===== config.mk =====
export PLATFORM = sky130hd
export DESIGN_NAME = cache_lookup_stage
export DESIGN_NICKNAME = d
export VERILOG_FILES = /design/src/source/cache_mmu_pkg.sv /design/src/source/cache_lookup_stage.sv
export SDC_FILE = /design/constraint.sdc
export NUM_CORES = 1
export LEC_CHECK = 0
export ABC_AREA = 1
export BUFFER_PORTS_ARGS = -buffer_cell sky130_fd_sc_hd__buf_2
export CAP_MARGIN = 15
export CORE_MARGIN = 3
export CORE_UTILIZATION = 58
export DETAILED_ROUTE_END_ITERATION = 10
export PLACE_DENSITY = 0.8
export SKIP_CTS_REPAIR_TIMING = 1
export SYNTH_ARGS = -nofsm -noshare
export SYNTH_HDL_FRONTEND = slang
export SYNTH_SLANG_ARGS = --single-unit

===== constraint.sdc =====
create_clock -name CPU_CLK -period 3.5 [get_ports CPU_CLK]
set_input_delay 0.175 -clock CPU_CLK [delete_from_list [all_inputs] [get_ports CPU_CLK]]
set_output_delay 0.175 -clock CPU_CLK [all_outputs]
set_load 0.02 [all_outputs]

===== src/source/cache_mmu_pkg.sv =====
// cache and MMU geometry: address fields, tag widths and the CPU word views
package cache_mmu_pkg;

  // ------------------------------
  // address split
  // ------------------------------
  localparam int line_idx_w = 8;   // addr[7:0] selects the cache line
  localparam int tlb_idx_w  = 8;   // addr[15:8] selects the TLB entry
  localparam int page_tag_w = 16;  // addr[31:16], virtual or physical

  // stored line tag is the physical page tag over the TLB index
  localparam int line_tag_w = page_tag_w + tlb_idx_w;  // 24 bits

  // ------------------------------
  // CPU data word
  // ------------------------------
  // A store sees the word as plain data. A TLB write reads the same bits
  // as an entry: physical tag in the upper half, virtual tag below it.
  typedef union packed {
    logic [31:0] data;
    struct packed {
      logic [page_tag_w-1:0] ptag;  // translated page
      logic [page_tag_w-1:0] vtag;  // page it maps from
    } tlb_entry;
  } cpu_word_u;

endpackage


===== src/source/cache_lookup_stage.sv =====
// lookup stage: address translation, tag compare, MMU fault and hit/miss decision
`timescale 1ns/1ps

module cache_lookup_stage (
  input  logic                                 CPU_CLK,
  input  logic                                 RST,
  input  logic                                 s1_vld,
  input  logic [31:0]                          s1_addr,
  input  cache_mmu_pkg::cpu_word_u             s1_wdata,
  input  logic                                 s1_we,
  input  logic                                 s1_tlb_we,
  input  logic                                 s1_vmem,
  input  logic                                 s1_inhibit,
  input  logic [cache_mmu_pkg::line_tag_w-1:0] tag_rd,
  input  logic [31:0]                          data_rd,
  input  logic [cache_mmu_pkg::page_tag_w-1:0] tlb_ptag_rd,
  input  logic [cache_mmu_pkg::page_tag_w-1:0] tlb_vtag_rd,
  input  logic                                 mem_done,
  input  logic [31:0]                          mem_rdata,
  output cache_mmu_pkg::cpu_word_u             rdata,
  output logic                                 rdata_vld,
  output logic                                 mmu_fault,
  output logic                                 stall,
  output logic                                 tlb_wr,
  output logic [cache_mmu_pkg::tlb_idx_w-1:0]  tlb_waddr,
  output logic [cache_mmu_pkg::page_tag_w-1:0] tlb_wptag,
  output logic [cache_mmu_pkg::page_tag_w-1:0] tlb_wvtag,
  output logic                                 mem_go,
  output logic                                 mem_we,
  output logic                                 mem_fill,
  output logic [31:0]                          mem_paddr,
  output logic [31:0]                          mem_wdata,
  output logic [cache_mmu_pkg::line_tag_w-1:0] mem_line_tag
);

  logic [cache_mmu_pkg::line_idx_w-1:0]      lidx;
  logic [cache_mmu_pkg::tlb_idx_w-1:0]       tidx;
  logic [cache_mmu_pkg::page_tag_w-1:0]      vtag;
  logic [cache_mmu_pkg::page_tag_w-1:0]      ptag;
  logic [(1<<cache_mmu_pkg::line_idx_w)-1:0] line_vld;  // line holds a fill
  logic [(1<<cache_mmu_pkg::tlb_idx_w)-1:0]  tlb_vld;   // entry was written
  logic act;
  logic fault;
  logic hit;
  logic op_tlb;
  logic op_hit;
  logic op_fault;
  logic pend_rd;  // outstanding bus op is a read

  assign lidx = s1_addr[cache_mmu_pkg::line_idx_w-1:0];
  assign tidx = s1_addr[cache_mmu_pkg::line_idx_w +: cache_mmu_pkg::tlb_idx_w];
  assign vtag = s1_addr[31 -: cache_mmu_pkg::page_tag_w];
  assign act  = s1_vld & ~stall;

  // ------------------------------
  // translate and compare
  // ------------------------------
  assign ptag  = s1_vmem ? tlb_ptag_rd : vtag;  // flat when translation is off
  assign fault = s1_vmem & (~tlb_vld[tidx] | (tlb_vtag_rd != vtag));
  assign hit   = line_vld[lidx] & (tag_rd == {ptag, tidx});

  assign op_tlb   = act & s1_tlb_we;
  assign op_fault = act & ~s1_tlb_we & fault;
  assign op_hit   = act & ~s1_tlb_we & ~fault & ~s1_we & ~s1_inhibit & hit;
  assign mem_go   = act & ~s1_tlb_we & ~fault & (s1_we | s1_inhibit | ~hit);

  // TLB entry straight from the CPU word, no bus cycle
  assign tlb_wr    = op_tlb;
  assign tlb_waddr = tidx;
  assign tlb_wptag = s1_wdata.tlb_entry.ptag;
  assign tlb_wvtag = s1_wdata.tlb_entry.vtag;

  assign mem_we       = s1_we;
  assign mem_fill     = ~s1_inhibit;  // inhibited ops leave the line alone
  assign mem_paddr    = {ptag, s1_addr[31-cache_mmu_pkg::page_tag_w:0]};
  assign mem_wdata    = s1_wdata.data;
  assign mem_line_tag = {ptag, tidx};

  always_ff @(posedge CPU_CLK)
  begin
    if (!RST)
    begin
      stall     <= 1'b0;
      rdata_vld <= 1'b0;
      mmu_fault <= 1'b0;
      pend_rd   <= 1'b0;
      line_vld  <= '0;
      tlb_vld   <= '0;
    end
    else
    begin
      rdata_vld <= op_hit | (mem_done & pend_rd);
      mmu_fault <= op_fault;
      if (mem_go)
      begin
        stall   <= 1'b1;
        pend_rd <= ~s1_we;
      end
      else if (mem_done)
        stall <= 1'b0;
      if (mem_go && mem_fill)
        line_vld[lidx] <= 1'b1;  // written before stall drops
      if (op_tlb)
        tlb_vld[tidx] <= 1'b1;
    end
  end

  always_ff @(posedge CPU_CLK)
  begin
    if (op_hit)
      rdata.data <= data_rd;
    else if (mem_done)
      rdata.data <= mem_rdata;
  end

endmodule


== After elaboration in Yosys (flattened, before gate mapping) ==
Index checks and enable logic that the tools add are counted.

* Register bits: 548
* Output and inout port bits: 167
* Bits of input ports: 192

* Bitwise gates (word level): 25
* Equal/unequal tests: 2
* Reductions and logical operators: 5
* Multiplexer cells: 13
* $lt $le $gt $ge: 4

{| class="wikitable"
|+ Operators by type and width
! kind !! count
|-
| OR 256 bit || 2
|-
| 2-to-1 mux 32 bit || 2
|-
| == test 24 bit || 1
|-
| less-than comparator 8 x 9 -> 1 bit, second input constant || 2
|-
| binary-select mux 1 bit (select 8 bit) || 2
|-
| demux 1 bit (select 8 bit) || 2
|-
| greater-or-equal comparator 8 x 1 -> 1 bit, second input constant || 2
|-
| 2-to-1 mux 16 bit || 1
|-
| != test 16 bit || 1
|-
| bitwise AND 1 bit || 12
|-
| NOT 1 bit || 7
|-
| 2-to-1 mux 1 bit || 6
|-
| OR 1 bit || 4
|-
| nonzero test 2 bit || 2
|-
| logical AND 1 bit || 3
|}

== Longest topological paths before layout ==
* Word-level depth: 11
* Mapped depth: 24
* Gate-level depth less buffers: 19

== Worst setup path after synthesis ==
OpenSTA, ideal clock, no wires.

* Kind: input -> register
* Start: in s1_vmem
* End: reg rdata[0] (netlist name) (enable)
* Buffers on the path: 3
* Data arrival time: 2.625 ns
* Setup slack: 0.486 ns
* Stages on the path: 15
* Library setup time: 0.389 ns
* Cells stage by stage: buf_2 -> inv_1 -> buf_2 -> nand2_1 -> nand2_1 -> xnor2_1 -> o211ai_1 -> nor3_1 -> nand3_1 -> nor2_1 -> nand2_1 -> inv_2 -> nand3_1 -> clkbuf_1 -> nand2_1

* Elaborated cells on any way between the ends: 10
* Those cells by class: eq/ne (1); mux (1); bitwise (7); reduce/logical (1)

{| class="wikitable"
|+ RTL lines
! what !! line !! source
|-
| from (decl) || cache_lookup_stage.sv:12 || <nowiki>input logic s1_vmem,</nowiki>
|-
| 2-to-1 mux 16 bit || cache_lookup_stage.sv:58 || <nowiki>assign ptag = s1_vmem ? tlb_ptag_rd : vtag;</nowiki>
|-
| net mem_line_tag (one bit) || cache_lookup_stage.sv:33 || <nowiki>output logic [cache_mmu_pkg::line_tag_w-1:0] mem_line_tag</nowiki>
|-
| == test 24 bit || cache_lookup_stage.sv:60 || <nowiki>assign hit = line_vld[lidx] & (tag_rd == {ptag, tidx});</nowiki>
|-
| bitwise AND 1 bit || cache_lookup_stage.sv:60 ||
|-
| bitwise AND 1 bit || cache_lookup_stage.sv:64 || <nowiki>assign op_hit = act & ~s1_tlb_we & ~fault & ~s1_we & ~s1_inhibit & hit;</nowiki>
|-
| nonzero test 2 bit (no line) || -- ||
|-
| to (decl) || cache_lookup_stage.sv:20 || <nowiki>output cache_mmu_pkg::cpu_word_u rdata,</nowiki>
|}

The timed path passes the listed nets, and every way through them passes these cells.
A chain may end at the register's enable or synchronous reset.

== Worst setup path in the final report ==
* Start: reg tlb_vld[219] (netlist name)
* End: reg rdata[28] (netlist name) (data pin)

* Longest elaborated chain between the ends: 11

{| class="wikitable"
|+ Ends and longest elaborated chain
! what !! line !! source
|-
| from (decl) || cache_lookup_stage.sv:41 || <nowiki>logic [(1<<cache_mmu_pkg::tlb_idx_w)-1:0] tlb_vld;</nowiki>
|-
| from (signal assigned) || cache_lookup_stage.sv:88 || <nowiki>tlb_vld <= '0;</nowiki>
|-
| from (signal, indexed assignment) || cache_lookup_stage.sv:104 || <nowiki>tlb_vld[tidx] <= 1'b1;</nowiki>
|-
| binary-select mux 1 bit (select 8 bit) || cache_lookup_stage.sv:59 || <nowiki>assign fault = s1_vmem & (~tlb_vld[tidx] | (tlb_vtag_rd != vtag));</nowiki>
|-
| 2-to-1 mux 1 bit (not written as such) || cache_lookup_stage.sv:59 ||
|-
| NOT 1 bit || cache_lookup_stage.sv:59 ||
|-
| OR 1 bit || cache_lookup_stage.sv:59 ||
|-
| bitwise AND 1 bit || cache_lookup_stage.sv:59 ||
|-
| NOT 1 bit || cache_lookup_stage.sv:64 ||
|-
| bitwise AND 1 bit (4 in series) || cache_lookup_stage.sv:64 ||
|-
| 2-to-1 mux 32 bit || cache_lookup_stage.sv:110 || <nowiki>if (op_hit)</nowiki>
|}

Every way passes these cells. The select of a mux whose other input is x is not followed.

==> flow_summary.yaml <==
outcome:
  status: "finished, violations left"
  violations: "negative hold slack"
yosys:
  syn-cell-area_um2: 26500
  ys_warn_count: 0
  synthesis.nets: 4361
  seq_area_frac_synth: 0.425
  synth_cell_types: 36
  avgSynthCellArea_um2: 6.37
  yosysMostFrequentCell: "nand2_1"
  synth-edff-count: 32
  synthArstFlopShare: 0
  synthTopCellsByCount: "1438 x nand2_1, 936 x nor2_1, 516 x dfxtp_1"
  synthFlopType: "dfxtp_1"
  yosysTopAreaCell: "dfxtp_1"
  synthCells: 4169
  synth_seq_cells: 548
  synthTopCellsByArea: "dfxtp_1 39%, nand2_1 20%, nor2_1 13%"
  synth_top_area_frac: 0.389
route:
  detail_route.iter0.violations: 3297
  drt-wirelength-per-cell_um: 16.8
  vias: 26800
  viasPerCell: 5.38
  firstDrtPassIters: 7
  routed_wl_um: 83800
  drc: 0
  postRouteAntennaNets: 0
cts:
  cts_sinks: 548
  insertion_delay_ns: 0.62
  cts_max_level: 2
  root_buffer: "clkbuf_16"
  cts_buffers: 55
  cts_buffer_depth: 3
  cts.clk_slew.worst_paths_ns: 0.06
  cts_tree: "done"
cells_and_area:
  fill_cells: 3850
  drive_gt1_frac: 0.119
  nNetsFinal: 4525
  ff_latch_area_um2: 11300
  stdcell_count: 4974
  syn2layout_area_growth_pct: 15.4
  multi_input_area_um2: 12100
floorplan:
  die_x_um: 220
  pin_count: 359
  rows: 77
  initial_core_util: 0.594
  core_um2: 44700
  die_area_um2: 48400
  fp.dieH_um: 220
power:
  p_leak_nw: 12.4
  power.density_nw_per_um2: 455
  ir_worst_vdd_v: 0.000583
global_routing:
  grt_max_degree: 123
  grt_usage: 0.324
  grt_pass1_vias: 23600
  grt-ovfl-total: 0
  grt_pass1_wl_um: 126000
  antenna_found_initial: 5
sta:
  finClkSkew_ns: 0.0334
  rsz0062_at_grt: "false"
  worst_pin_slew_ns: 1.22
  max_freq_mhz: 305
  setup_violations: 0
  slew_viol_final: 0
  fin_tns_setup_ns: 0
  period_share: 0.936
  finalCriticalPeriod_ns: 3.28
  whs_ns: -0.0289
  slew-limit-headroom: 0.186
  hold_violations: 3
setup_path:
  worst-path-buf-inv: 2
  critPathMaxFanout: 64
  required_ns: 3.86
  path_cells: "nand2_1 > o21ai_0 > nand2_1 > nand2_1 > nand2_1 > nand2_1 > nor2_1 > nor2_1 > nor2_1 > nand2_1 > nand2_1 > nand2_1 > o21ai_1 > nand2_1 > nand3_2 > buf_12 > o21ai_0 > dlygate4sd3_1"
  crit_type: "flip-flop to flip-flop"
  cpLargestDelayFamily: "simple AND/OR/NAND/NOR gates"
  start_kind: "flip-flop"
  cp_slowest_cell: "dlygate4sd3_1"
  critPathCaptureType: "flip-flop"
  timing.critical_path.mode_cell: "nand2_1"
  critPathArrivalTime_ns: 3.64
  critPathMaxStageDelay_ns: 0.60
placed_design:
  place_congestion: 0.957
  hpwl_um: 53200
  place_inst: 4803
  portBuffers: 262
worst_hold_path:
  hold_path.class: "input port to flip-flop"
job:
  maxCapViolCount: 0
[power breakdown]
group          internal [mW]  switching, mW
logic                  0.340          0.838
clock network           3.86           2.56
registers               6.33         0.0136
total                   10.5           3.41
[sequential cells by signal, summed over array words and instances (netlist names)]
register and flops:
tlb_vld 256, mmu_fault 1, line_vld 256, rdata 32, rdata_vld 1, stall 1
pend_rd 1
[area by class of cell]
type                       count  share of cell area
inverter                     309              0.0382
multi-input combinational   2956               0.396
tap                          592              0.0242
antenna                        3            0.000245
clock inverter                24              0.0111
clock buffer                  79              0.0538
timing repair buffer         463               0.108
sequential                   548               0.368
[per-layer routing]
| metal | part of all wire | global-route usage | vias up |
|---|---|---|---|
| met5 | 0 | 0.0115 | - |
| met1 | 0.39 | 0.431 | 12100 |
| met4 | 0.042 | 0.137 | 0 |
| met3 | 0.11 | 0.0767 | 296 |
| met2 | 0.45 | 0.505 | 1426 |
| li1 | - | - | 12900 |
[metrics by stage]
step           area [µm²]  power, mW  hold slack (ns)  worst slack [ns]   util
2_1_floorplan       26500       7.21            0.253             0.486      -
3_3_place_gp        28000       7.55            0.350             0.363  0.626
3_5_place_dp        28000       7.55            0.350             0.335  0.626
4_1_cts             30000       13.9           -0.242             0.510  0.671
5_1_grt             30600       14.3        -0.000709            0.0651  0.685
6_report            30600       13.9          -0.0289             0.223  0.685
[kinds of logic after synthesis]
| logic type | Yosys count | share of synthesized area |
|---|---|---|
| compound gates | 456 | 0.0877 |
| xor+xnor | 27 | 0.00891 |
| buf+inv | 665 | 0.121 |
| flops | 548 | 0.425 |
| simple gates | 2473 | 0.357 |
[cells in the final DEF, fill, tap and decap left out, types with 14 or more instances in the layout]
master	netlist	layout
o21ai_0	75	75
dlygate4sd3_1	0	62
a21oi_1	278	278
clkbuf_16	0	57
buf_4	121	111
dfxtp_1	516	516
clkbuf_8	0	14
buf_2	50	261
xnor2_1	19	19
o21ai_1	86	86
nand3_1	42	41
nand4_1	26	26
nor3_2	0	16
inv_1	302	302
nand2_1	1438	1438
edfxtp_1	32	32
buf_12	0	26
nor2_1	936	936
[worst reg2reg max path, stage by stage (launching register included)]
cell           delay [ns]
dfxtp_1              0.31
nand2_1              0.05
o21ai_0              0.08
nand2_1              0.09
nand2_1              0.05
nand2_1              0.05
nand2_1              0.09
nor2_1               0.24
nor2_1               0.07
nor2_1               0.11
nand2_1              0.05
nand2_1              0.05
nand2_1              0.05
o21ai_1              0.29
nand2_1              0.23
nand3_2              0.16
buf_12               0.27
o21ai_0              0.17
dlygate4sd3_1        0.60
[path summary, 6_finish.rpt]
path | cells after the start | start | to | slack (ns)
worst max-delay path | 18 | tlb_vld[219] | rdata[28] | 0.22
worst min-delay path | 3 | data_rd[18] | rdata[18] | -0.03
worst max register to register | 18 | tlb_vld[219] | rdata[28] | 0.22
worst min register to register | 2 | tlb_vld[182] | tlb_vld[182] | 0.45
No activity file was read; power rests on OpenSTA's default activity.
