===== src/source/cache_mmu_pkg.sv =====
// cache and MMU geometry: address fields, tag widths and the CPU word views
package cache_mmu_pkg;

  // ------------------------------
  // address split
  // ------------------------------
  localparam int line_idx_w = 8;   // addr[7:0] selects the cache line
  localparam int tlb_idx_w  = 8;   // addr[15:8] selects the TLB entry
  localparam int page_tag_w = 16;  // addr[31:16], virtual or physical

  // stored line tag is the physical page tag over the TLB index
  localparam int line_tag_w = page_tag_w + tlb_idx_w;  // 24 bits

  // ------------------------------
  // CPU data word
  // ------------------------------
  // A store sees the word as plain data. A TLB write reads the same bits
  // as an entry: physical tag in the upper half, virtual tag below it.
  typedef union packed {
    logic [31:0] data;
    struct packed {
      logic [page_tag_w-1:0] ptag;  // translated page
      logic [page_tag_w-1:0] vtag;  // page it maps from
    } tlb_entry;
  } cpu_word_u;

endpackage


===== src/source/mem_bus_pkg.sv =====
// memory side constants: Wishbone word width and memory stage FSM encoding
package mem_bus_pkg;

  localparam int word_w = 32;  // wb data and address

  // ------------------------------
  // memory stage FSM
  // ------------------------------
  localparam logic [1:0] ms_idle = 2'd0;  // waiting for mem_go
  localparam logic [1:0] ms_bus  = 2'd1;  // cyc/stb up until ack
  localparam logic [1:0] ms_fill = 2'd2;  // array write and mem_done

endpackage


===== src/source/cache_mem_stage.sv =====
// memory stage: Wishbone classic master with line refill and store write-back
`timescale 1ns/1ps

module cache_mem_stage (
  input  logic                                 CPU_CLK,
  input  logic                                 RST,
  input  logic                                 mem_go,
  input  logic                                 mem_we,
  input  logic                                 mem_fill,
  input  logic [mem_bus_pkg::word_w-1:0]       mem_paddr,
  input  logic [mem_bus_pkg::word_w-1:0]       mem_wdata,
  input  logic [cache_mmu_pkg::line_tag_w-1:0] mem_line_tag,
  input  logic [mem_bus_pkg::word_w-1:0]       wb_rdata,
  input  logic                                 wb_ack,
  output logic                                 wb_cyc,
  output logic                                 wb_stb,
  output logic                                 wb_we,
  output logic [mem_bus_pkg::word_w-1:0]       wb_adr,
  output logic [mem_bus_pkg::word_w-1:0]       wb_wdata,
  output logic                                 data_wr,
  output logic [cache_mmu_pkg::line_idx_w-1:0] data_waddr,
  output logic [mem_bus_pkg::word_w-1:0]       data_wdata,
  output logic [cache_mmu_pkg::line_tag_w-1:0] tag_wdata,
  output logic                                 mem_done,
  output logic [mem_bus_pkg::word_w-1:0]       mem_rdata
);

  logic [1:0]                           state;
  logic                                 start;
  logic                                 fill_q;      // update arrays at the end
  logic [cache_mmu_pkg::line_tag_w-1:0] line_tag_q;

  assign start = mem_go & (state == mem_bus_pkg::ms_idle);

  // ------------------------------
  // array write port
  // ------------------------------
  assign mem_done   = (state == mem_bus_pkg::ms_fill);
  assign data_wr    = mem_done & fill_q;
  assign data_waddr = wb_adr[cache_mmu_pkg::line_idx_w-1:0];
  assign data_wdata = wb_we ? wb_wdata : mem_rdata;  // stored or fetched word
  assign tag_wdata  = line_tag_q;

  always_ff @(posedge CPU_CLK)
  begin
    if (!RST)
    begin
      state  <= mem_bus_pkg::ms_idle;
      wb_cyc <= 1'b0;
      wb_stb <= 1'b0;
    end
    else
    begin
      case (state)
        mem_bus_pkg::ms_idle:
        begin
          if (start)
          begin
            wb_cyc <= 1'b1;  // cyc and stb rise together
            wb_stb <= 1'b1;
            state  <= mem_bus_pkg::ms_bus;
          end
        end
        mem_bus_pkg::ms_bus:
        begin
          if (wb_ack)
          begin
            wb_cyc <= 1'b0;
            wb_stb <= 1'b0;
            state  <= mem_bus_pkg::ms_fill;
          end
        end
        default:
          state <= mem_bus_pkg::ms_idle;  // fill lasts one cycle
      endcase
    end
  end

  // bus outputs hold from start until the ack edge
  always_ff @(posedge CPU_CLK)
  begin
    if (start)
    begin
      wb_we      <= mem_we;
      wb_adr     <= mem_paddr;
      wb_wdata   <= mem_wdata;
      fill_q     <= mem_fill;
      line_tag_q <= mem_line_tag;
    end
    if ((state == mem_bus_pkg::ms_bus) && wb_ack && !wb_we)
      mem_rdata <= wb_rdata;
  end

endmodule


===== config.mk =====
export PLATFORM = sky130hd
export DESIGN_NAME = cache_mem_stage
export DESIGN_NICKNAME = d
export VERILOG_FILES = /design/src/source/cache_mmu_pkg.sv /design/src/source/mem_bus_pkg.sv /design/src/source/cache_mem_stage.sv
export SDC_FILE = /design/constraint.sdc
export NUM_CORES = 1
export LEC_CHECK = 0
export BUFFER_PORTS_ARGS = -buffer_cell sky130_fd_sc_hd__buf_4
export CORE_AREA = 5 5 108 110
export CTS_CLUSTER_DIAMETER = 120
export CTS_CLUSTER_SIZE = 24
export DETAILED_ROUTE_END_ITERATION = 6
export DIE_AREA = 0 0 113 115
export PLACE_DENSITY_LB_ADDON = 0.2
export SYNTH_ARGS = -nofsm -noshare
export SYNTH_HDL_FRONTEND = slang
export SYNTH_SLANG_ARGS = --single-unit

===== constraint.sdc =====
create_clock -name CPU_CLK -period 19 [get_ports CPU_CLK]
set_input_delay 2.85 -clock CPU_CLK [delete_from_list [all_inputs] [get_ports CPU_CLK]]
set_output_delay 2.85 -clock CPU_CLK [all_outputs]
set_load 0.03 [all_outputs]

; ---- Word-level counts from Yosys, hierarchy flattened
; Cells that the tools add are included.
[op_classes]
shift = 0
n_bitwise = 2
div_mod_pow = 0
n_lt_le_gt_ge = 0
n_eq_ne = 4
muxes = 7
mul = 0
add_sub_neg = 0
n_reduce_logical = 7
[op_table]
columns = op, n
row1 = 32-bit two-way mux, 1
row2 = 2-bit two-way mux, 2
row3 = 2-bit inequality test (second input constant), 2
row4 = 2-bit case mux with 2 select lines, 1
row5 = 3-bit AND reduction, 1
row6 = 1-bit bitwise AND, 2
row7 = 2-bit by 1-bit equality test with 1-bit output (second input constant), 1
row8 = 2-bit equality test (second input constant), 1
row9 = 1-bit logical AND, 2
row10 = 2-bit logical NOT, 1
row11 = 1-bit two-way mux, 2
row12 = 1-bit case mux with 2 select lines, 1
row13 = 2-bit AND reduction, 1
row14 = 2-bit nonzero test, 1
row15 = 1-bit logical NOT, 1
[totals]
regBits = 125
wordCells = 28
latch_bits = 0
inputBits = 126
mem_bits_ro = 0
mem_bits_rw = 0
output_inout_bits = 165
n_memories = 0

; ---- Depth between registers and ports, before layout
; Gate-level depths: netlist of run 1.
[logic_depth]
depth_word = 4
ltp_mapped = 3
depth_no_buf = 3

; ---- Worst setup path before layout of run 1
; Ideal clock, no wire load.
[synth_timing]
path_kind = input port to flip-flop
from = in mem_go
to = reg fill_q, enable pin
t_arrival_ns = 9.319
setup_slack_ns = 9.015
setup_ns = 0.667
cell_stages = 1
path_buffers = 0
t_required_ns = 18.333
cell_sequence = nor3b_1
[synth_between]
elab_chain_cells = 1
[synth_rtl]
columns = item, line
row1 = "start, declared", cache_mem_stage.sv:7  ; input logic mem_go,
row2 = 1-bit bitwise AND, cache_mem_stage.sv:33  ; assign start = mem_go & (state == mem_bus_pkg::ms_idle);
row3 = "end signal, assigned", cache_mem_stage.sv:87  ; fill_q <= mem_fill;
row4 = "end, declared", cache_mem_stage.sv:30  ; logic fill_q;
; No other way between the ends.
; A chain may end at the register's enable or synchronous reset.

; ---- Worst setup path after layout of run 1
[layout_timing]
from = reg wb_we
to = out data_wdata[28] in the netlist's numbering
[layout_between]
elab_chain_cells = 1
[layout_rtl]
columns = item, line
row1 = "start, declared", cache_mem_stage.sv:17  ; output logic wb_we,
row2 = "start signal, assigned", cache_mem_stage.sv:84  ; wb_we <= mem_we;
row3 = 32-bit two-way mux, cache_mem_stage.sv:41  ; assign data_wdata = wb_we ? wb_wdata : mem_rdata;
row4 = "end, declared", cache_mem_stage.sv:22  ; output logic [mem_bus_pkg::word_w-1:0] data_wdata,
; No other way between the ends.

==> run_results.csv, run 1 <==
group,metric,value,unit
run_status,outcome,"finished, final reports clean",
clock_network,cts_root_buf,"clkbuf_8",
sta,fin_setup_tns,0,ns
pwr,leakage,0.00313,uW
run,maxCapViolCount,0,
sta,setup_ws,14.03,ns
synth,ys_ff_latch,125,
synth,synth_cell_types,17,
clock_network,h-tree-depth,4,
critical_path,timing_worst_setup_path_type,"flip-flop to primary output",
synth,ys_top_cells_by_area,"edfxtp_1 83%, mux2_4 9.9%, buf_4 1.5%",
floorplan,core,10600,um^2
critical_path,crit_arrival,2.12,ns
clock_network,path_clk_slew,0.06,ns
global_routing,antenna_found_initial,0,
critical_path,reg2reg_to,"mem_rdata[1]",
clock_network,cts.sinks,125,
drt,drt_iter0_drc,85,
sta,fin_worst_skew,0.0104,ns
place,dp_slack,14.54,ns
synth,syn_area_per_cell,23.8,um^2
drt,post_drt_via_cell_ratio,4.53,
floorplan,dieArea,13000,um^2
sta,slew_violations,0,
sta,hold_slack,0.515,ns
sta,rsz0062_at_grt,"no",
floorplan,die_y,115,um
sta,fmax,201,MHz
pwr,p_per_area,101,nW/um^2
place,dp_hpwl,9.97,mm
global_routing,use_met3,0.106,
synth,syn_inst,185,
cells_and_area,n_antenna_cell,0,
drt,routed_wl,12.7,mm
cells_and_area,drive_above_1_share,0.707,
synth,synth_largest_area_cell,"edfxtp_1",
sta,period_minus_slack,4.97,ns
floorplan,start_util,0.416,
sta,finalSetupViolations,0,
clock_network,cts-buffers-inserted,17,
drt,post-route-drc-count,0,
global_routing,met2_usage,0.337,
critical_path,regToRegSetupSlack,16.92,ns
pwr,peakVddDrop,0.0000719,V
synth,seq_area_frac_synth,0.844,
min_path,min_path_cells,1,
synth,synth_edf_count,122,
min_path,hp-class,"flip-flop to flip-flop",
critical_path,r2r_cells,2,
sta,maxSlewHeadroom,0.356,
critical_path,r2r-start,"wb_we",
synth,async_flop_share,0,
cells_and_area,fin_cells,635,
clock_network,cts_tree,"yes",
place,place_congestion,0.833,
clock_network,cts_buffer_depth,2,
drt,num_vias,2875,
synth,synth_area,4410,um^2
sta,tightest_slew,0.963,ns
clock_network,cts_hold_buf,0,
cells_and_area,syn2layout_area_growth,62.8,%
floorplan,io_pins,291,
min_path,min_from,"state[1]",
pwr,total_power,724,uW
floorplan,std_cell_rows,38,
synth,synth_top_area_frac,0.831,
critical_path,startpoint,"wb_we",
sta,min_period_over_period,0.262,
synth,synthFlopType,"edfxtp_1",
critical_path,cp-start-kind,"flip-flop",
critical_path,worstPathRequired,16.15,ns
clock_network,clk_latency,0.49,ns
global_routing,grt_overflow,0,
place,port_buffers,290,
drt,ant_nets,0,
place,place_inst,605,
min_path,holdPathEnd,"state[0]",
global_routing,gr-usage-all-layers,0.190,
drt,first_pass_iters,4,
sta,hold_violations,0,
floorplan,die_x,113,um
global_routing,grt_pass1_wl,18.1,mm
critical_path,critPathCaptureType,"primary output",
global_routing,grt_max_degree,62,
global_routing,grt_pass1_vias,3107,
clock_network,ctsResizeCount,0,
drt,avgRoutedWirePerCell,19.9,um
critical_path,path_max_fanout,30,
global_routing,met1_usage,0.191,
cells_and_area,final_nets,610,
global_routing,grt_busiest_layer,"met2",
clock_network,post_cts_buffers,0,
synth,synth_nets,311,
synth,yosysWarnings,0,
==> through the flow <==
step | cell area (um^2) | util
2_1_floorplan | 4410 | -
3_3_place_gp | 6660 | 0.628
3_5_place_dp | 6660 | 0.628
4_1_cts | 7180 | 0.677
5_1_grt | 7180 | 0.677
6_report | 7180 | 0.677
==> area by class of cell <==
class / instances / area [um^2]
Fill cell: 762 / 3420
Multi-Input combinational cell: 44 / 549
Timing Repair Buffer: 293 / 2200
Clock inverter: 12 / 105
Tap cell: 140 / 175
Clock buffer: 18 / 418
Sequential cell: 125 / 3720
Inverter: 3 / 11.3
==> how the worst max path moves through the flow <==
stage	to	slack, ns	cells past startpoint
final	data_wdata[28]	14.03	3
after global routing	data_wdata[28]	13.90	3
after CTS	data_wdata[28]	13.97	3
after detailed placement	data_wdata[28]	14.54	3
after global placement	data_wdata[27]	14.57	3
after floorplan	fill_q	9.01	1
==> registers in the layout (all words and copies together) (netlist names) <==
register / cells
tag_wdata: 24
wb_wdata: 32
wb_we: 1
fill_q: 1
mem_rdata: 32
wb_stb: 1
state: 2
wb_adr: 32
==> cells in the final DEF (no fill, tap or decap) <==
cell type and n:
clkinv_2 3, nor2_1 2, clkbuf_1 1, nor2b_1 1
mux2_2 3, and2_1 1, mux2_4 29, clkinvlp_4 1
a21oi_1 1, dfxtp_1 3, inv_1 3, mux2i_1 1
nor3_1 1, buf_4 293, o32ai_1 1, nor3b_2 1
nand2_1 2, clkbuf_8 1, nor2_4 1, clkbuf_16 16
edfxtp_1 122, bufinv_16 2, clkinv_1 6
==> kinds of logic after synthesis <==
family                 share of synthesized area
flip-flops                                 0.844
AO/OA/AOI/OAI                            0.00312
buffers and inverters                     0.0340
AND/OR/NAND/NOR                          0.00993
multiplexers                               0.109
==> Yosys cell counts, types with 2 or more instances <==
| library cell | n |
|---|---|
| buf_12 | 3 |
| buf_4 | 9 |
| edfxtp_1 | 122 |
| nor2_1 | 3 |
| inv_1 | 3 |
| mux2_2 | 3 |
| mux2_4 | 29 |
| dfxtp_1 | 3 |
| nand2_1 | 2 |
==> critical path: stages, from the launching register on <==
cell      delay (ns)
edfxtp_1        0.50
buf_4           0.51
mux2_2          0.40
buf_4           0.17
==> per-layer routing <==
layer | vias to the layer above | part of all wire
met2 | 187 | 0.53
met3 | 8 | 0.13
met1 | 1366 | 0.33
met4 | 0 | 0.0087
met5 | - | 0
li1 | 1314 | -
==> where the power goes <==
part | switching [uW] | internal (uW) | total, uW | leakage, uW
clock network | 105 | 181 | 286 | 0.000255
registers | 6.85 | 321 | 328 | 0.00118
logic | 62.3 | 47.7 | 110 | 0.00170
total | 174 | 550 | 724 | 0.00313
(Power assumes the default switching activity.)
==> inputs of run 2 (changes only) <==
--- a/config.mk
+++ b/config.mk
@@ -5,12 +5,14 @@
 export SDC_FILE = /design/constraint.sdc
 export NUM_CORES = 1
 export LEC_CHECK = 0
+export ABC_AREA = 1
 export BUFFER_PORTS_ARGS = -buffer_cell sky130_fd_sc_hd__buf_4
-export CORE_AREA = 5 5 108 110
+export CORE_ASPECT_RATIO = 1.25
+export CORE_MARGIN = 5
+export CORE_UTILIZATION = 38
 export CTS_CLUSTER_DIAMETER = 120
 export CTS_CLUSTER_SIZE = 24
 export DETAILED_ROUTE_END_ITERATION = 6
-export DIE_AREA = 0 0 113 115
 export PLACE_DENSITY_LB_ADDON = 0.2
 export SYNTH_ARGS = -nofsm -noshare
 export SYNTH_HDL_FRONTEND = slang
==> constraint.sdc (replaced) <==
create_clock -name CPU_CLK -period 4.3 [get_ports CPU_CLK]
set_input_delay 0.645 -clock CPU_CLK [delete_from_list [all_inputs] [get_ports CPU_CLK]]
set_output_delay 0.645 -clock CPU_CLK [all_outputs]
set_load 0.03 [all_outputs]
==> run_results.csv, run 2 <==
group,metric,value,unit
cells_and_area,final_nets,608,
place,port_buffers,290,
critical_path,critPathMaxStageDelay,0.93,ns
drt,drt_iter0_drc,95,
sta,maxSlewHeadroom,0.341,
place,dp_hpwl,9.91,mm
clock_network,path_clk_slew,0.05,ns
global_routing,grt_pass1_vias,3111,
pwr,p_per_area,475,nW/um^2
cells_and_area,fin_cells,633,
clock_network,clk_latency,0.40,ns
sta,period_minus_slack,2.97,ns
synth,synth_cell_types,14,
synth,synthAdderAreaFrac,0,
clock_network,cts-buffers-inserted,17,
floorplan,io_pins,291,
critical_path,path_max_fanout,19,
min_path,hp-class,"input port to flip-flop",
critical_path,cp-start-kind,"flip-flop",
clock_network,cts_tree,"yes",
run_status,outcome,"finished, final reports clean",
synth,synth_edf_count,122,
synth,yosysWarnings,0,
synth,synth_top_family_by_area,"multiplexers",
place,place_inst,601,
synth,synth.most_common_cell,"edfxtp_1",
drt,post_drt_via_cell_ratio,4.49,
place,placed_area,6630,um^2
critical_path,regToRegSetupSlack,1.98,ns
clock_network,cts_buffer_depth,2,
critical_path,startpoint,"wb_we",
critical_path,worstPathRequired,3.65,ns
critical_path,timing_worst_setup_path_type,"flip-flop to primary output",
sta,fmax,337,MHz
clock_network,cts_hold_buf,0,
synth,ys_top_cells_by_area,"edfxtp_1 83%, mux2_4 9.9%, buf_4 1.5%",
critical_path,cp_slowest_cell,"edfxtp_1",
cells_and_area,postLayoutCoreUtil,0.634,
drt,num_vias,2842,
global_routing,grt_pass1_wl,18.1,mm
sta,rsz0062_at_grt,"no",
synth,muxShareOfSynthArea,0.107,
critical_path,critical-path-top-delay-family,"flip-flops",
drt,post-route-drc-count,0,
clock_network,ctsResizeCount,0,
drt,routed_wl,12.5,mm
synth,synth_top_area_frac,0.833,
cells_and_area,drive_above_1_share,0.715,
cells_and_area,layout_common_cells,"292 x buf_4, 122 x edfxtp_1, 29 x mux2_4, 17 x clkbuf_16",
critical_path,path_cells,"buf_4 -> mux2_4 -> buf_4",
floorplan,start_util,0.384,
synth,synth-simple-area-share,0.00968,
critical_path,crit_arrival,2.33,ns
floorplan,core,11500,um^2
sta,slew_violations,0,
floorplan,std_cell_rows,44,
sta,hold_violations,0,
critical_path,reg2reg_to,"mem_rdata[8]",
global_routing,grt_overflow,0,
synth,synth_area,4400,um^2
critical_path,critPathCaptureType,"primary output",
run,maxCapViolCount,0,
sta,fin_worst_skew,0.00680,ns
global_routing,grt_max_degree,59,
sta,finalSetupViolations,0,
synth,synth_compound_area_frac,0.00228,
synth,synth_largest_area_cell,"edfxtp_1",
synth,synthXorXnorAreaFrac,0,
synth,synthFlopType,"edfxtp_1",
clock_network,post_cts_buffers,0,
floorplan,die_y,130,um
critical_path,r2r_cells,2,
place,place_congestion,0.834,
drt,ant_nets,0,
cells_and_area,syn2layout_area_growth,65.2,%
critical_path,crit_buf_inv,2,
synth,syn_area_per_cell,23.9,um^2
synth,synthTopCellsByCount,"122 x edfxtp_1, 29 x mux2_4, 9 x buf_4",
pwr,peakVddDrop,0.000274,V
clock_network,cts_root_buf,"clkbuf_16",
pwr,leakage,0.00317,uW
critical_path,crit_top_cell,"buf_4",
clock_network,h-tree-depth,4,
drt,avgRoutedWirePerCell,19.8,um
sta,fin_setup_tns,0,ns
critical_path,r2r-start,"wb_we",
synth,ys_ff_latch,125,
cells_and_area,final_common_cell,"buf_4",
clock_network,cts.sinks,125,
synth,syn_inst,184,
pwr,total_power,3450,uW
global_routing,gr-usage-all-layers,0.179,
synth,seq_area_frac_synth,0.847,
cells_and_area,design_area,7260,um^2
cells_and_area,top_regs,"mem_rdata: 32 flops, wb_adr: 32 flops, wb_wdata: 32 flops",
cells_and_area,n_antenna_cell,0,
floorplan,dieArea,13800,um^2
drt,first_pass_iters,4,
sta,tightest_slew,0.987,ns
synth,synth_nets,310,
sta,min_period_over_period,0.691,
critical_path,crit_path_end,"data_wdata[22]",
global_routing,antenna_found_initial,0,
floorplan,die_x,106,um
critical_path,cp_num_cells,3,
synth,async_flop_share,0,
## run 2: cell count changes in the layout (fill, tap and decap cells not counted), moves of 2 or more
cell and change:
bufinv_16 +2, clkbuf_1 +3, clkbuf_8 +3, clkinv_1 -6
## run 2: per-stage QoR
stage	worst slack [ns]	hold slack [ns]
global placement	1.77	0.472
CTS	1.29	0.391
detailed placement	1.71	0.479
floorplan	1.38	0.496
finish	1.33	0.415
global route	1.23	0.385
## run 2: layout make-up
type / count / area, um^2
sequential: 125 / 3720
clock inverter: 7 / 135
fill: 842 / 4190
tap: 138 / 173
clock buffer: 25 / 495
timing repair buffer: 292 / 2190
inverter: 3 / 12.5
multi-input combinational: 43 / 529
## run 2: where the power goes
part           internal, uW  switching (uW)  leakage [uW]  total, uW
Combinational           211             276       0.00169        487
Sequential             1420            33.9       0.00118       1460
Clock                  1030             473      0.000311       1500
Total                  2660             783       0.00317       3450
## run 2: worst min-delay path by stage
stage	from	endpoint	slack, ns	cells after the start
2_1_floorplan	state[0]	state[0]	0.50	2
3_3_place_gp	wb_stb	wb_stb	0.47	2
3_5_place_dp	wb_stb	wb_stb	0.48	2
4_1_cts	mem_line_tag[20]	tag_wdata[20]	0.39	1
5_1_grt	mem_line_tag[1]	tag_wdata[1]	0.39	1
6_report	mem_line_tag[2]	tag_wdata[2]	0.42	1
## run 2: kinds of logic (layout without fill, tap and decap cells)
kind of cell | count (synthesis) | in the layout
DFF | 125 | 125
muxes | 32 | 32
buffers and inverters | 16 | 327
and+or+nand+nor | 9 | 9
AOI/OAI and AO/OA | 2 | 2
## run 2: layer usage
metal,share of wire,vias to the layer above,track usage
li1,-,1308,-
met1,0.33,1325,0.178
met2,0.52,193,0.303
met3,0.14,16,0.108
met4,0.018,0,0.0739
met5,0,-,0
