## src/source/cache_mmu_pkg.sv

```systemverilog
// cache and MMU geometry: address fields, tag widths and the CPU word views
package cache_mmu_pkg;

  // ------------------------------
  // address split
  // ------------------------------
  localparam int line_idx_w = 8;   // addr[7:0] selects the cache line
  localparam int tlb_idx_w  = 8;   // addr[15:8] selects the TLB entry
  localparam int page_tag_w = 16;  // addr[31:16], virtual or physical

  // stored line tag is the physical page tag over the TLB index
  localparam int line_tag_w = page_tag_w + tlb_idx_w;  // 24 bits

  // ------------------------------
  // CPU data word
  // ------------------------------
  // A store sees the word as plain data. A TLB write reads the same bits
  // as an entry: physical tag in the upper half, virtual tag below it.
  typedef union packed {
    logic [31:0] data;
    struct packed {
      logic [page_tag_w-1:0] ptag;  // translated page
      logic [page_tag_w-1:0] vtag;  // page it maps from
    } tlb_entry;
  } cpu_word_u;

endpackage

```

## src/source/cache_req_stage.sv

```systemverilog
// request stage: accepts a CPU request, starts the array reads, holds it over stalls
`timescale 1ns/1ps

module cache_req_stage (
  input  logic                                 CPU_CLK,
  input  logic                                 RST,
  input  logic                                 req,
  input  logic [31:0]                          addr,
  input  cache_mmu_pkg::cpu_word_u             wdata,
  input  logic                                 we,
  input  logic                                 tlb_we,
  input  logic                                 vmem_en,
  input  logic                                 cache_inhibit,
  input  logic                                 stall,
  output logic                                 busy,
  output logic                                 ram_re,
  output logic [cache_mmu_pkg::line_idx_w-1:0] line_idx,
  output logic [cache_mmu_pkg::tlb_idx_w-1:0]  tlb_idx,
  output logic                                 s1_vld,
  output logic [31:0]                          s1_addr,
  output cache_mmu_pkg::cpu_word_u             s1_wdata,
  output logic                                 s1_we,
  output logic                                 s1_tlb_we,
  output logic                                 s1_vmem,
  output logic                                 s1_inhibit
);

  logic s1_full;      // a request sits in s1
  logic need_reread;  // held over a stall, array outputs are stale
  logic accept;
  logic reread;

  assign accept = req & ~busy;
  assign reread = need_reread & ~stall;  // stall just released
  assign busy   = stall | need_reread;
  assign s1_vld = s1_full & ~need_reread;

  // ------------------------------
  // array read port
  // ------------------------------
  assign ram_re   = accept | reread;
  assign line_idx = reread ? s1_addr[cache_mmu_pkg::line_idx_w-1:0]
                           : addr[cache_mmu_pkg::line_idx_w-1:0];
  assign tlb_idx  = reread ? s1_addr[cache_mmu_pkg::line_idx_w +: cache_mmu_pkg::tlb_idx_w]
                           : addr[cache_mmu_pkg::line_idx_w +: cache_mmu_pkg::tlb_idx_w];

  always_ff @(posedge CPU_CLK)
  begin
    if (!RST)
    begin
      s1_full     <= 1'b0;
      need_reread <= 1'b0;
    end
    else
    begin
      if (accept)
        s1_full <= 1'b1;
      else if (s1_vld && !stall)
        s1_full <= 1'b0;  // taken by lookup

      if (reread)
        need_reread <= 1'b0;
      else if (s1_full && stall)
        need_reread <= 1'b1;
    end
  end

  always_ff @(posedge CPU_CLK)
  begin
    if (accept)
    begin
      s1_addr    <= addr;
      s1_wdata   <= wdata;
      s1_we      <= we;
      s1_tlb_we  <= tlb_we;
      s1_vmem    <= vmem_en;
      s1_inhibit <= cache_inhibit;
    end
  end

endmodule

```

## config.mk

```make
export PLATFORM = sky130hd
export DESIGN_NAME = cache_req_stage
export DESIGN_NICKNAME = d
export VERILOG_FILES = /design/src/source/cache_mmu_pkg.sv /design/src/source/cache_req_stage.sv
export SDC_FILE = /design/constraint.sdc
export NUM_CORES = 1
export LEC_CHECK = 0
export BUFFER_PORTS_ARGS = -buffer_cell sky130_fd_sc_hd__buf_2
export CORE_ASPECT_RATIO = 1.75
export CORE_MARGIN = 4
export CORE_UTILIZATION = 41
export CTS_CLUSTER_SIZE = 12
export DETAILED_ROUTE_END_ITERATION = 10
export HOLD_SLACK_MARGIN = 0.1
export PLACE_DENSITY = 0.79
export SLEW_MARGIN = 30
export SYNTH_ARGS = -nofsm -noshare
export SYNTH_HDL_FRONTEND = slang
export SYNTH_SLANG_ARGS = --single-unit
```

## constraint.sdc

```tcl
create_clock -name CPU_CLK -period 7.2 [get_ports CPU_CLK]
set_input_delay 0.36 -clock CPU_CLK [delete_from_list [all_inputs] [get_ports CPU_CLK]]
set_output_delay 0.36 -clock CPU_CLK [all_outputs]
set_load 0.005 [all_outputs]
```

======== Yosys cells after proc, flatten, opt, wreduce, memory -nomap -nowiden ========
Cells that the tools add are included.
cells by class
  multiplexer cells ....................... 4
  reduce and logical (&&, ||, !) cells .... 5
  bitwise operators ....................... 9
operators by type and width
  cell                count
  8-bit two-way mux   2
  1-bit inverter      4
  1-bit AND           3
  1-bit logical AND   2
  1-bit two-way mux   2
  1-bit bitwise OR    2
  2-bit nonzero test  1
  2-bit OR reduction  1
  1-bit zero test     1
storage, ports and cells
  register bits after elaboration ......... 70
  output and inout bits ................... 87
  logic and storage cells ................. 26
  input port bits ......................... 72

======== Depth between registers and ports, before layout ========
Gate-level depths: netlist of the first run.
  depth after elaboration ................. 5
  depth in mapped cells ................... 4
  mapped depth without buffers ............ 2

======== Worst setup path before layout of the first run ========
OpenSTA, ideal clock, no wires.
  kind .................................... reg-to-reg
  from .................................... reg need_reread
  to ...................................... reg s1_addr[0] (enable)
  cell stages (with the launch flop) ...... 2
  clock period less this slack ............ 5.977 ns
  setup time .............................. 0.594 ns
  required time ........................... 6.606 ns
  path buffers ............................ 0
  setup slack ............................. 1.223 ns
  data arrival time ....................... 5.383 ns
  cells stage by stage .................... dfxtp_1 -> nor3b_1
between the ends
  cells in the longest elaborated chain, start to end .. 3
RTL lines
  what                    line                   text
  start, declared         cache_req_stage.sv:29  logic need_reread;
  start signal, assigned  cache_req_stage.sv:52  need_reread <= 1'b0;
  start signal, assigned  cache_req_stage.sv:62  need_reread <= 1'b0;
  start signal, assigned  cache_req_stage.sv:64  need_reread <= 1'b1;
  1-bit bitwise OR        cache_req_stage.sv:35  assign busy = stall | need_reread;
  1-bit inverter          cache_req_stage.sv:33  assign accept = req & ~busy;
  1-bit AND               cache_req_stage.sv:33
  named net accept        cache_req_stage.sv:30  logic accept;
  end signal, assigned    cache_req_stage.sv:72  s1_addr <= addr;
  end, declared           cache_req_stage.sv:20  output logic [31:0] s1_addr,
The timed path passes the listed nets, and every way through them passes these cells.
A chain may end at the register's enable or synchronous reset.

======== Final worst setup path of the first run ========
  from .................................... reg need_reread
  to ...................................... out line_idx[6] (netlist name)
between the ends
  cells in the longest elaborated chain, start to end .. 2
RTL lines
  what               line                   text
  1-bit AND          cache_req_stage.sv:34  assign reread = need_reread & ~stall;
  8-bit two-way mux  cache_req_stage.sv:42  assign line_idx = reread ? s1_addr[cache_mmu_pkg::line_idx_w-1:0]
  end, declared      cache_req_stage.sv:17  output logic [cache_mmu_pkg::line_idx_w-1:0] line_idx,
Every way passes these cells.

==> results of run 1 <==
routing by layer:
metal	routed length (µm)	vias to the layer above	global-route usage, %
li1	-	721	-
met1	1860	717	16.0
met2	3330	77	27.5
met3	419	15	6.29
met4	199	0	10.8
met5	0	-	0
power by group through the flow:
stage          clock network (mW)  registers (mW)  logic (mW)
2_1_floorplan                   0           0.487      0.0172
3_3_place_gp                    0           0.482      0.0633
3_5_place_dp                    0           0.483      0.0658
4_1_cts                     0.296           0.474      0.0660
5_1_grt                     0.312           0.475      0.0704
6_report                    0.281           0.474      0.0643
placed cells by master (no fill, tap or decap), drive strengths merged:
cell	n
buf	160
edfxtp	68
clkbuf	16
mux2	16
nor2	2
o21a	2
dfxtp	2
nor3b	1
nand2b	1
and2b	1
or2	1
o211a	1
layout make-up:
| cell class | instances | share of cell area, % |
|---|---|---|
| Sequential cell | 70 | 60.4 |
| Timing Repair Buffer | 160 | 23.4 |
| Multi-Input combinational cell | 25 | 8.31 |
| Clock buffer | 16 | 5.22 |
| Tap cell | 76 | 2.76 |
through the flow:
step                utilization [%]  instances
finish                         61.3        347
global route                   61.3        347
CTS                            61.2        347
detailed placement             58.0        331
global placement               58.0        331
floorplan                         -         97
worst max-delay path, delay by kind of cell (launching register included):
family	cells	cell delay (ps)
simple gates	1	340
flops	1	450
mux	1	390
buf+inv	1	130
cell families after synthesis:
logic type,Yosys count,share of synthesized area (%)
flip-flops,70,87.0
multiplexers,16,9.10
AND/OR/NAND/NOR,6,1.52
AO/OA/AOI/OAI,3,1.05
buffers and inverters,2,1.31
sequential cells by signal, indices dropped and copies added, names as in the netlist:
name / cells
s1_addr: 32
s1_inhibit: 1
s1_wdata: 32
s1_tlb_we: 1
s1_vmem: 1
s1_full: 1
s1_we: 1
need_reread: 1
worst max path at each step:
stage          slack (ps)        start     endpoint
6_report             5190  need_reread  line_idx[6]
5_1_grt              5040  need_reread   tlb_idx[6]
4_1_cts              4820  need_reread   tlb_idx[6]
3_5_place_dp         5000        stall   tlb_idx[6]
3_3_place_gp         5080        stall  line_idx[0]
2_1_floorplan        1220  need_reread   s1_addr[0]
==> results.py, run 1 <==
metrics = {
    "outcome": {
        "status": "finished, final reports clean",
    },
    "power_and_ir_drop": {
        "swShare_pct": 19.7,
        "power.switching_mw": 0.161,
        "combinationalPowerShare_pct": 7.9,
        "ir_drop_mv": 0.145,
        "p_total_mw": 0.819,
        "p_per_area_nw_per_um2": 237,
        "p_clk_share_pct": 34.3,
        "seqPwrFrac_pct": 57.9,
        "p_int_mw": 0.658,
        "power.leakage_nw": 1.54,
    },
    "synth": {
        "synth_top_area_cell": "edfxtp_1",
        "ys_seq_area_share_pct": 87.0,
        "syn_inst": 97,
        "synth-main-ff-cell": "edfxtp_1",
        "async_flop_share_pct": 0,
        "syn_area_per_cell_um2": 24.7,
        "synth_cell_types": 13,
        "synth_area_leaders": "edfxtp_1 85%, mux2_4 6.3%, mux2_2 2.8%, dfxtp_1 1.7%, buf_12 0.84%",
        "synth.most_common_cell": "edfxtp_1",
        "ys_ff_latch": 70,
        "synth_top_area_share_pct": 85.4,
        "yosys-top-cells-count": "68 x edfxtp_1, 10 x mux2_4, 6 x mux2_2",
        "netlist_area_um2": 2390,
        "yosys_warnings": 0,
        "synth_edf_count": 68,
        "syn_nets": 169,
    },
    "routing": {
        "drt_iter0_drc": 42,
        "routed_wl_um": 5810,
        "drc_errors": 0,
        "drt_pre_antenna_iters": 4,
        "vias": 1530,
        "post_drt_wl_per_cell_um": 16.7,
        "via_per_inst": 4.41,
        "postRouteAntennaNets": 0,
    },
    "global_routing": {
        "grt_pass1_wl_um": 8000,
        "track_usage_pct": 16.2,
        "grt_start_max_net_pins": 37,
        "gr-total-overflow": 0,
        "antenna_found_initial": 0,
        "first_global_vias": 1515,
    },
    "clock_tree": {
        "cts_buffer_depth": 2,
        "post_cts_buffers": 0,
        "cts.sinks": 70,
        "cts_hold_buf": 0,
        "cts_max_level": 3,
        "clkLatencyLatePin_ps": 330,
        "cts-resized-gates": 0,
        "numCtsBuffers": 9,
        "cts_tree": "built",
        "clk_pin_slew_ps": 70,
        "cts_root_buf": "clkbuf_8",
    },
    "worst_setup_path": {
        "critPathKind": "flop to output port",
        "rr_startpoint": "need_reread",
        "required_ps": 6840,
        "critPathLaunchType": "flop",
        "regToRegEndpoint": "s1_addr[12]",
        "crit_slowest_cell": "dfxtp_1",
        "rr_worst_depth": 2,
        "reg2reg_slack_ps": 5810,
        "cp_max_fo": 16,
        "crit_path_end_kind": "output port",
        "max_stage_delay_ps": 450,
        "crit_chain": "nand2b_2 > mux2_4 > buf_2",
        "cp.arrival_ps": 1650,
    },
    "sta": {
        "timing.hold.ws_ps": 197,
        "setup_violations": 0,
        "fmax_mhz": 498,
        "setup_slack_ps": 5190,
        "rsz0062_at_grt": "false",
        "worst_slew_margin_rel_pct": 66.8,
        "period_minus_slack_ps": 2010,
        "fin_worst_skew_ps": 5.60,
        "hold_viol": 0,
        "setup_tns_ps": 0,
        "post-route-period-util_pct": 27.9,
        "final_max_slew_viol_count": 0,
        "tightest_slew_ps": 498,
    },
    "layout": {
        "fin_nets": 338,
        "drive_above_1_share_pct": 70.8,
        "multi_input_area_um2": 287,
        "diodes": 0,
        "nFillCells": 453,
        "regArea_um2": 2080,
        "stdcell_area_um2": 3450,
        "syn2layout_area_growth_pct": 44.2,
    },
    "place": {
        "port-buffer-count": 158,
        "dpl_cell_area_um2": 3270,
        "gp_congestion": 0.708,
        "place_ws_ps": 5000,
    },
    "die": {
        "core_um2": 5630,
        "initial_core_util_pct": 42.5,
        "die_x_um": 65.7,
        "boundaryPins": 159,
        "dieArea_um2": 7170,
        "fp-row-count": 36,
        "die_h_um": 109,
    },
    "worst_hold_path": {
        "hold_path.startpoint": "wdata[20]",
        "hold_path_end": "s1_wdata[20]",
        "hold_class": "primary input to flop",
        "hold_depth": 1,
    },
    "job": {
        "drv_cap": 0,
    },
}
Note: power is estimated with default switching activity, not from simulation.
==> inputs of run 2 (changes only) <==
--- a/config.mk
+++ b/config.mk
@@ -8,11 +8,11 @@
 export BUFFER_PORTS_ARGS = -buffer_cell sky130_fd_sc_hd__buf_2
 export CORE_ASPECT_RATIO = 1.75
 export CORE_MARGIN = 4
-export CORE_UTILIZATION = 41
+export CORE_UTILIZATION = 37
 export CTS_CLUSTER_SIZE = 12
 export DETAILED_ROUTE_END_ITERATION = 10
 export HOLD_SLACK_MARGIN = 0.1
-export PLACE_DENSITY = 0.79
+export PLACE_DENSITY = 0.75
 export SLEW_MARGIN = 30
 export SYNTH_ARGS = -nofsm -noshare
 export SYNTH_HDL_FRONTEND = slang
==> constraint.sdc (replaced) <==
create_clock -name CPU_CLK -period 1.8 [get_ports CPU_CLK]
set_input_delay 0.09 -clock CPU_CLK [delete_from_list [all_inputs] [get_ports CPU_CLK]]
set_output_delay 0.09 -clock CPU_CLK [all_outputs]
set_load 0.005 [all_outputs]
==> results.py, run 2 (same netlist as run 1, synthesis figures left out) <==
metrics = {
    "routing": {
        "post_drt_wl_per_cell_um": 16.1,
        "routed_wl_um": 6780,
        "drt_iter0_drc": 80,
        "vias": 1854,
        "drc_errors": 0,
        "via_per_inst": 4.39,
        "drt_pre_antenna_iters": 4,
        "postRouteAntennaNets": 0,
    },
    "worst_hold_path": {
        "hold_depth": 3,
        "hold_class": "primary input to flop",
    },
    "global_routing": {
        "antenna_found_initial": 0,
        "gr-total-overflow": 0,
        "grt_pass1_wl_um": 9620,
        "track_usage_pct": 17.7,
        "grt_start_max_net_pins": 36,
        "first_global_vias": 1983,
    },
    "sta": {
        "timing.hold.ws_ps": 149,
        "hold_viol": 0,
        "setup_violations": 0,
        "worst_slew_margin_rel_pct": 81.6,
        "setup_tns_ps": 0,
        "final_max_slew_viol_count": 0,
        "setup_slack_ps": 157,
        "period_minus_slack_ps": 1640,
        "fin_worst_skew_ps": 7.98,
        "fmax_mhz": 609,
        "post-route-period-util_pct": 91.3,
        "tightest_slew_ps": 276,
        "rsz0062_at_grt": "false",
    },
    "place": {
        "place_ws_ps": 365,
        "gp_congestion": 0.686,
        "placed_cells": 336,
        "port-buffer-count": 158,
        "hpwlAfterDp_um": 4510,
    },
    "power_and_ir_drop": {
        "power.leakage_nw": 1.83,
        "p_per_area_nw_per_um2": 793,
        "seqPwrFrac_pct": 57.2,
        "power.switching_mw": 0.707,
        "ir_drop_mv": 0.558,
        "p_int_mw": 2.60,
        "p_clk_share_pct": 30.8,
        "swShare_pct": 21.4,
        "combinationalPowerShare_pct": 12.0,
    },
    "die": {
        "dieArea_um2": 7870,
        "fp-row-count": 38,
        "initial_core_util_pct": 38.4,
        "boundaryPins": 159,
        "die_h_um": 114,
        "core_um2": 6230,
        "die_x_um": 68.8,
    },
    "worst_setup_path": {
        "critPathKind": "flop to output port",
        "reg2reg_slack_ps": 590,
        "required_ps": 1710,
        "cp_max_fo": 10,
        "critPathLaunchType": "flop",
        "rr_worst_depth": 2,
        "cp.arrival_ps": 1550,
        "crit_path_end_kind": "output port",
    },
    "clock_tree": {
        "cts_max_level": 3,
        "numCtsBuffers": 9,
        "clk_pin_slew_ps": 60,
        "clkLatencyLatePin_ps": 340,
        "cts.sinks": 70,
        "cts_buffer_depth": 2,
        "cts_tree": "built",
        "cts_root_buf": "clkbuf_8",
        "post_cts_buffers": 0,
    },
    "outcome": {
        "status": "finished, final reports clean",
    },
    "job": {
        "drv_cap": 0,
    },
    "layout": {
        "mostFrequentLayoutCells": "158 x buf_2, 70 x dlygate4sd3_1, 68 x edfxtp_1",
        "reg.largest.list": "s1_addr (32), s1_wdata (32)",
        "instances_no_fill": 422,
        "layout_commonest_cell": "buf_2",
        "fin_nets": 409,
        "syn2layout_area_growth_pct": 74.4,
        "nFillCells": 428,
        "regArea_um2": 2080,
        "drive_above_1_share_pct": 56.7,
        "diodes": 0,
        "multi_input_area_um2": 293,
    },
}
## run 2: critical path: stages, from the launching register on
cell,delay [ps]
dfxtp_2,360
nand2b_2,160
buf_4,250
mux2_4,310
buf_2,130
## run 2: worst paths after layout
check / startpoint / endpoint
setup / recovery: need_reread / tlb_idx[1]
hold / removal: stall / s1_full
setup reg to reg: need_reread / s1_vmem
hold reg to reg: s1_full / need_reread
## run 2: stage by stage
step	power [mW]	util (%)	cell area, µm²
after floorplan	2.01	-	2400
after global placement	2.19	53.2	3310
after detailed placement	2.20	53.2	3310
after CTS	3.34	67.0	4170
after global routing	3.47	67.0	4170
final	3.31	67.0	4170
## run 2: power groups by stage
stage / Combinational, mW / Sequential (mW) / Clock [mW]
global route: 0.428 / 1.90 / 1.14
global placement: 0.265 / 1.92 / 0
floorplan: 0.0707 / 1.94 / 0
finish: 0.396 / 1.89 / 1.02
CTS: 0.395 / 1.89 / 1.06
detailed placement: 0.274 / 1.93 / 0
## run 2: final cells by class
type | instances | share of cell area (%)
Sequential cell | 70 | 49.9
Timing Repair Buffer | 231 | 36.9
Multi-Input combinational cell | 25 | 7.02
Clock buffer | 10 | 3.06
Tap cell | 80 | 2.40
Clock inverter | 6 | 0.690
## run 2: repair_timing
item,CTS,global route
hold buffers,70,0
resized for setup,1,0
endpoints found under the hold margin,70,0
setup endpoints to repair,10,0
## run 2: routing by layer
| metal | vias to the layer above | GRT usage [%] | wire length [µm] |
|---|---|---|---|
| li1 | 863 | - | - |
| met1 | 876 | 15.3 | 2090 |
| met2 | 93 | 32.8 | 3940 |
| met3 | 22 | 5.80 | 504 |
| met4 | 0 | 10.4 | 254 |
| met5 | - | 0 | 0 |
==> inputs of run 3 (changes only) <==
--- a/config.mk
+++ b/config.mk
@@ -6,13 +6,15 @@
 export NUM_CORES = 1
 export LEC_CHECK = 0
 export BUFFER_PORTS_ARGS = -buffer_cell sky130_fd_sc_hd__buf_2
+export CAP_MARGIN = 40
 export CORE_ASPECT_RATIO = 1.75
 export CORE_MARGIN = 4
-export CORE_UTILIZATION = 37
+export CORE_UTILIZATION = 39
+export CTS_BUF_LIST = sky130_fd_sc_hd__clkbuf_2 sky130_fd_sc_hd__clkbuf_4 sky130_fd_sc_hd__clkbuf_8
 export CTS_CLUSTER_SIZE = 12
 export DETAILED_ROUTE_END_ITERATION = 10
 export HOLD_SLACK_MARGIN = 0.1
-export PLACE_DENSITY = 0.75
+export PLACE_DENSITY = 0.78
 export SLEW_MARGIN = 30
 export SYNTH_ARGS = -nofsm -noshare
 export SYNTH_HDL_FRONTEND = slang
==> results.py, run 3 (same netlist as run 1, synthesis figures left out) <==
metrics = {
    "global_routing": {
        "antenna_found_initial": 0,
        "grt_pass1_wl_um": 9760,
        "met1_usage_pct": 15.3,
        "grt_util_met3_pct": 6.76,
        "met2_usage_pct": 34.0,
        "busiest_layer": "met2",
        "gr-total-overflow": 0,
        "track_usage_pct": 18.0,
        "grt_start_max_net_pins": 43,
        "first_global_vias": 1988,
    },
    "place": {
        "place_ws_ps": 375,
        "gp_congestion": 0.751,
        "hpwlAfterDp_um": 4300,
        "port-buffer-count": 158,
    },
    "routing": {
        "routed_wl_um": 6550,
        "drt_pre_antenna_iters": 4,
        "post_drt_wl_per_cell_um": 15.6,
        "via_per_inst": 4.36,
        "postRouteAntennaNets": 0,
        "drc_errors": 0,
        "drt_iter0_drc": 134,
        "vias": 1833,
    },
    "sta": {
        "timing.hold.ws_ps": 170,
        "tightest_slew_ps": 330,
        "final_max_slew_viol_count": 0,
        "setup_violations": 0,
        "fin_worst_skew_ps": 5.07,
        "setup_slack_ps": 148,
        "worst_slew_margin_rel_pct": 78.0,
        "rsz0062_at_grt": "false",
        "hold_viol": 0,
        "period_minus_slack_ps": 1650,
        "fmax_mhz": 605,
        "post-route-period-util_pct": 91.8,
    },
    "worst_setup_path": {
        "crit_path_end_kind": "output port",
        "cp.arrival_ps": 1560,
        "crit_slowest_cell": "dfxtp_2",
        "max_stage_delay_ps": 360,
        "required_ps": 1710,
        "rr_startpoint": "need_reread",
        "rr_worst_depth": 2,
        "reg2reg_slack_ps": 500,
        "crit_chain": "nand2b_2 > buf_4 > mux2_4 > buf_2",
        "critPathLaunchType": "flop",
        "cp_max_fo": 10,
        "critPathKind": "flop to output port",
        "regToRegEndpoint": "s1_addr[28]",
    },
    "layout": {
        "syn2layout_area_growth_pct": 74.9,
        "reg.largest.list": "s1_addr (32), s1_wdata (32)",
        "final_util_pct": 70.6,
        "mostFrequentLayoutCells": "158 x buf_2, 70 x dlygate4sd3_1, 68 x edfxtp_1",
        "fin_nets": 409,
        "diodes": 0,
        "drive_above_1_share_pct": 57.3,
        "layout_commonest_cell": "buf_2",
    },
    "die": {
        "die_x_um": 67.2,
        "die_h_um": 112,
        "core_um2": 5930,
        "initial_core_util_pct": 40.4,
        "fp-row-count": 37,
        "dieArea_um2": 7500,
        "boundaryPins": 159,
    },
    "worst_hold_path": {
        "hold_path_end": "s1_full",
        "hold_path.startpoint": "stall",
        "hold_class": "primary input to flop",
        "hold_depth": 3,
    },
    "clock_tree": {
        "clkLatencyLatePin_ps": 330,
        "numCtsBuffers": 9,
        "cts_tree": "built",
        "post_cts_buffers": 0,
        "cts_max_level": 3,
        "clk_pin_slew_ps": 60,
        "cts_root_buf": "clkbuf_8",
        "cts.sinks": 70,
        "cts_buffer_depth": 2,
    },
    "power_and_ir_drop": {
        "ir_drop_mv": 0.593,
        "power.leakage_nw": 1.85,
        "p_per_area_nw_per_um2": 821,
    },
    "outcome": {
        "status": "finished, final reports clean",
    },
    "job": {
        "drv_cap": 0,
    },
}
run 3: worst max path at each step:
stage / cells after the start / startpoint / to
floorplan: 1 / need_reread / s1_addr[0]
global route: 4 / need_reread / line_idx[4]
finish: 4 / need_reread / line_idx[4]
detailed placement: 4 / need_reread / tlb_idx[2]
global placement: 4 / need_reread / line_idx[3]
CTS: 4 / need_reread / tlb_idx[2]
run 3: through the flow:
step	power (mW)	cell area, µm²	instances	setup TNS (ps)
2_1_floorplan	2.01	2400	97	-51150
3_3_place_gp	2.18	3300	334	0
3_5_place_dp	2.20	3300	334	0
5_1_grt	3.60	4180	420	0
6_report	3.44	4180	420	0
4_1_cts	3.48	4180	420	0
run 3: per-layer routing:
metal / vias to the layer above / part of all wire (%)
met5: - / 0
met4: 0 / 3.1
met3: 17 / 7.0
met2: 82 / 60
met1: 868 / 30
li1: 866 / -
run 3: final cells by class:
cell class	instances	area, µm²
fill	415	1740
tap	78	97.6
clock inverter	6	52.6
timing repair buffer	231	1530
clock buffer	10	131
sequential	70	2080
multi-input combinational	25	293
run 3: critical path: cells and delay by family, from the launching register on:
kind                   cells  cell delay [ps]
buffers and inverters      2              390
flip-flops                 1              360
multiplexers               1              320
AND/OR/NAND/NOR            1              170
run 3: report_power, final:
part	internal, mW	switching [mW]
clock network	0.639	0.514
logic	0.247	0.143
registers	1.87	0.0221
total	2.76	0.679
run 3: timing repair:
action	CTS	global route
hold buffers	70	0
setup endpoints to repair	0	10
resized for setup	0	1
hold endpoints to repair	70	0
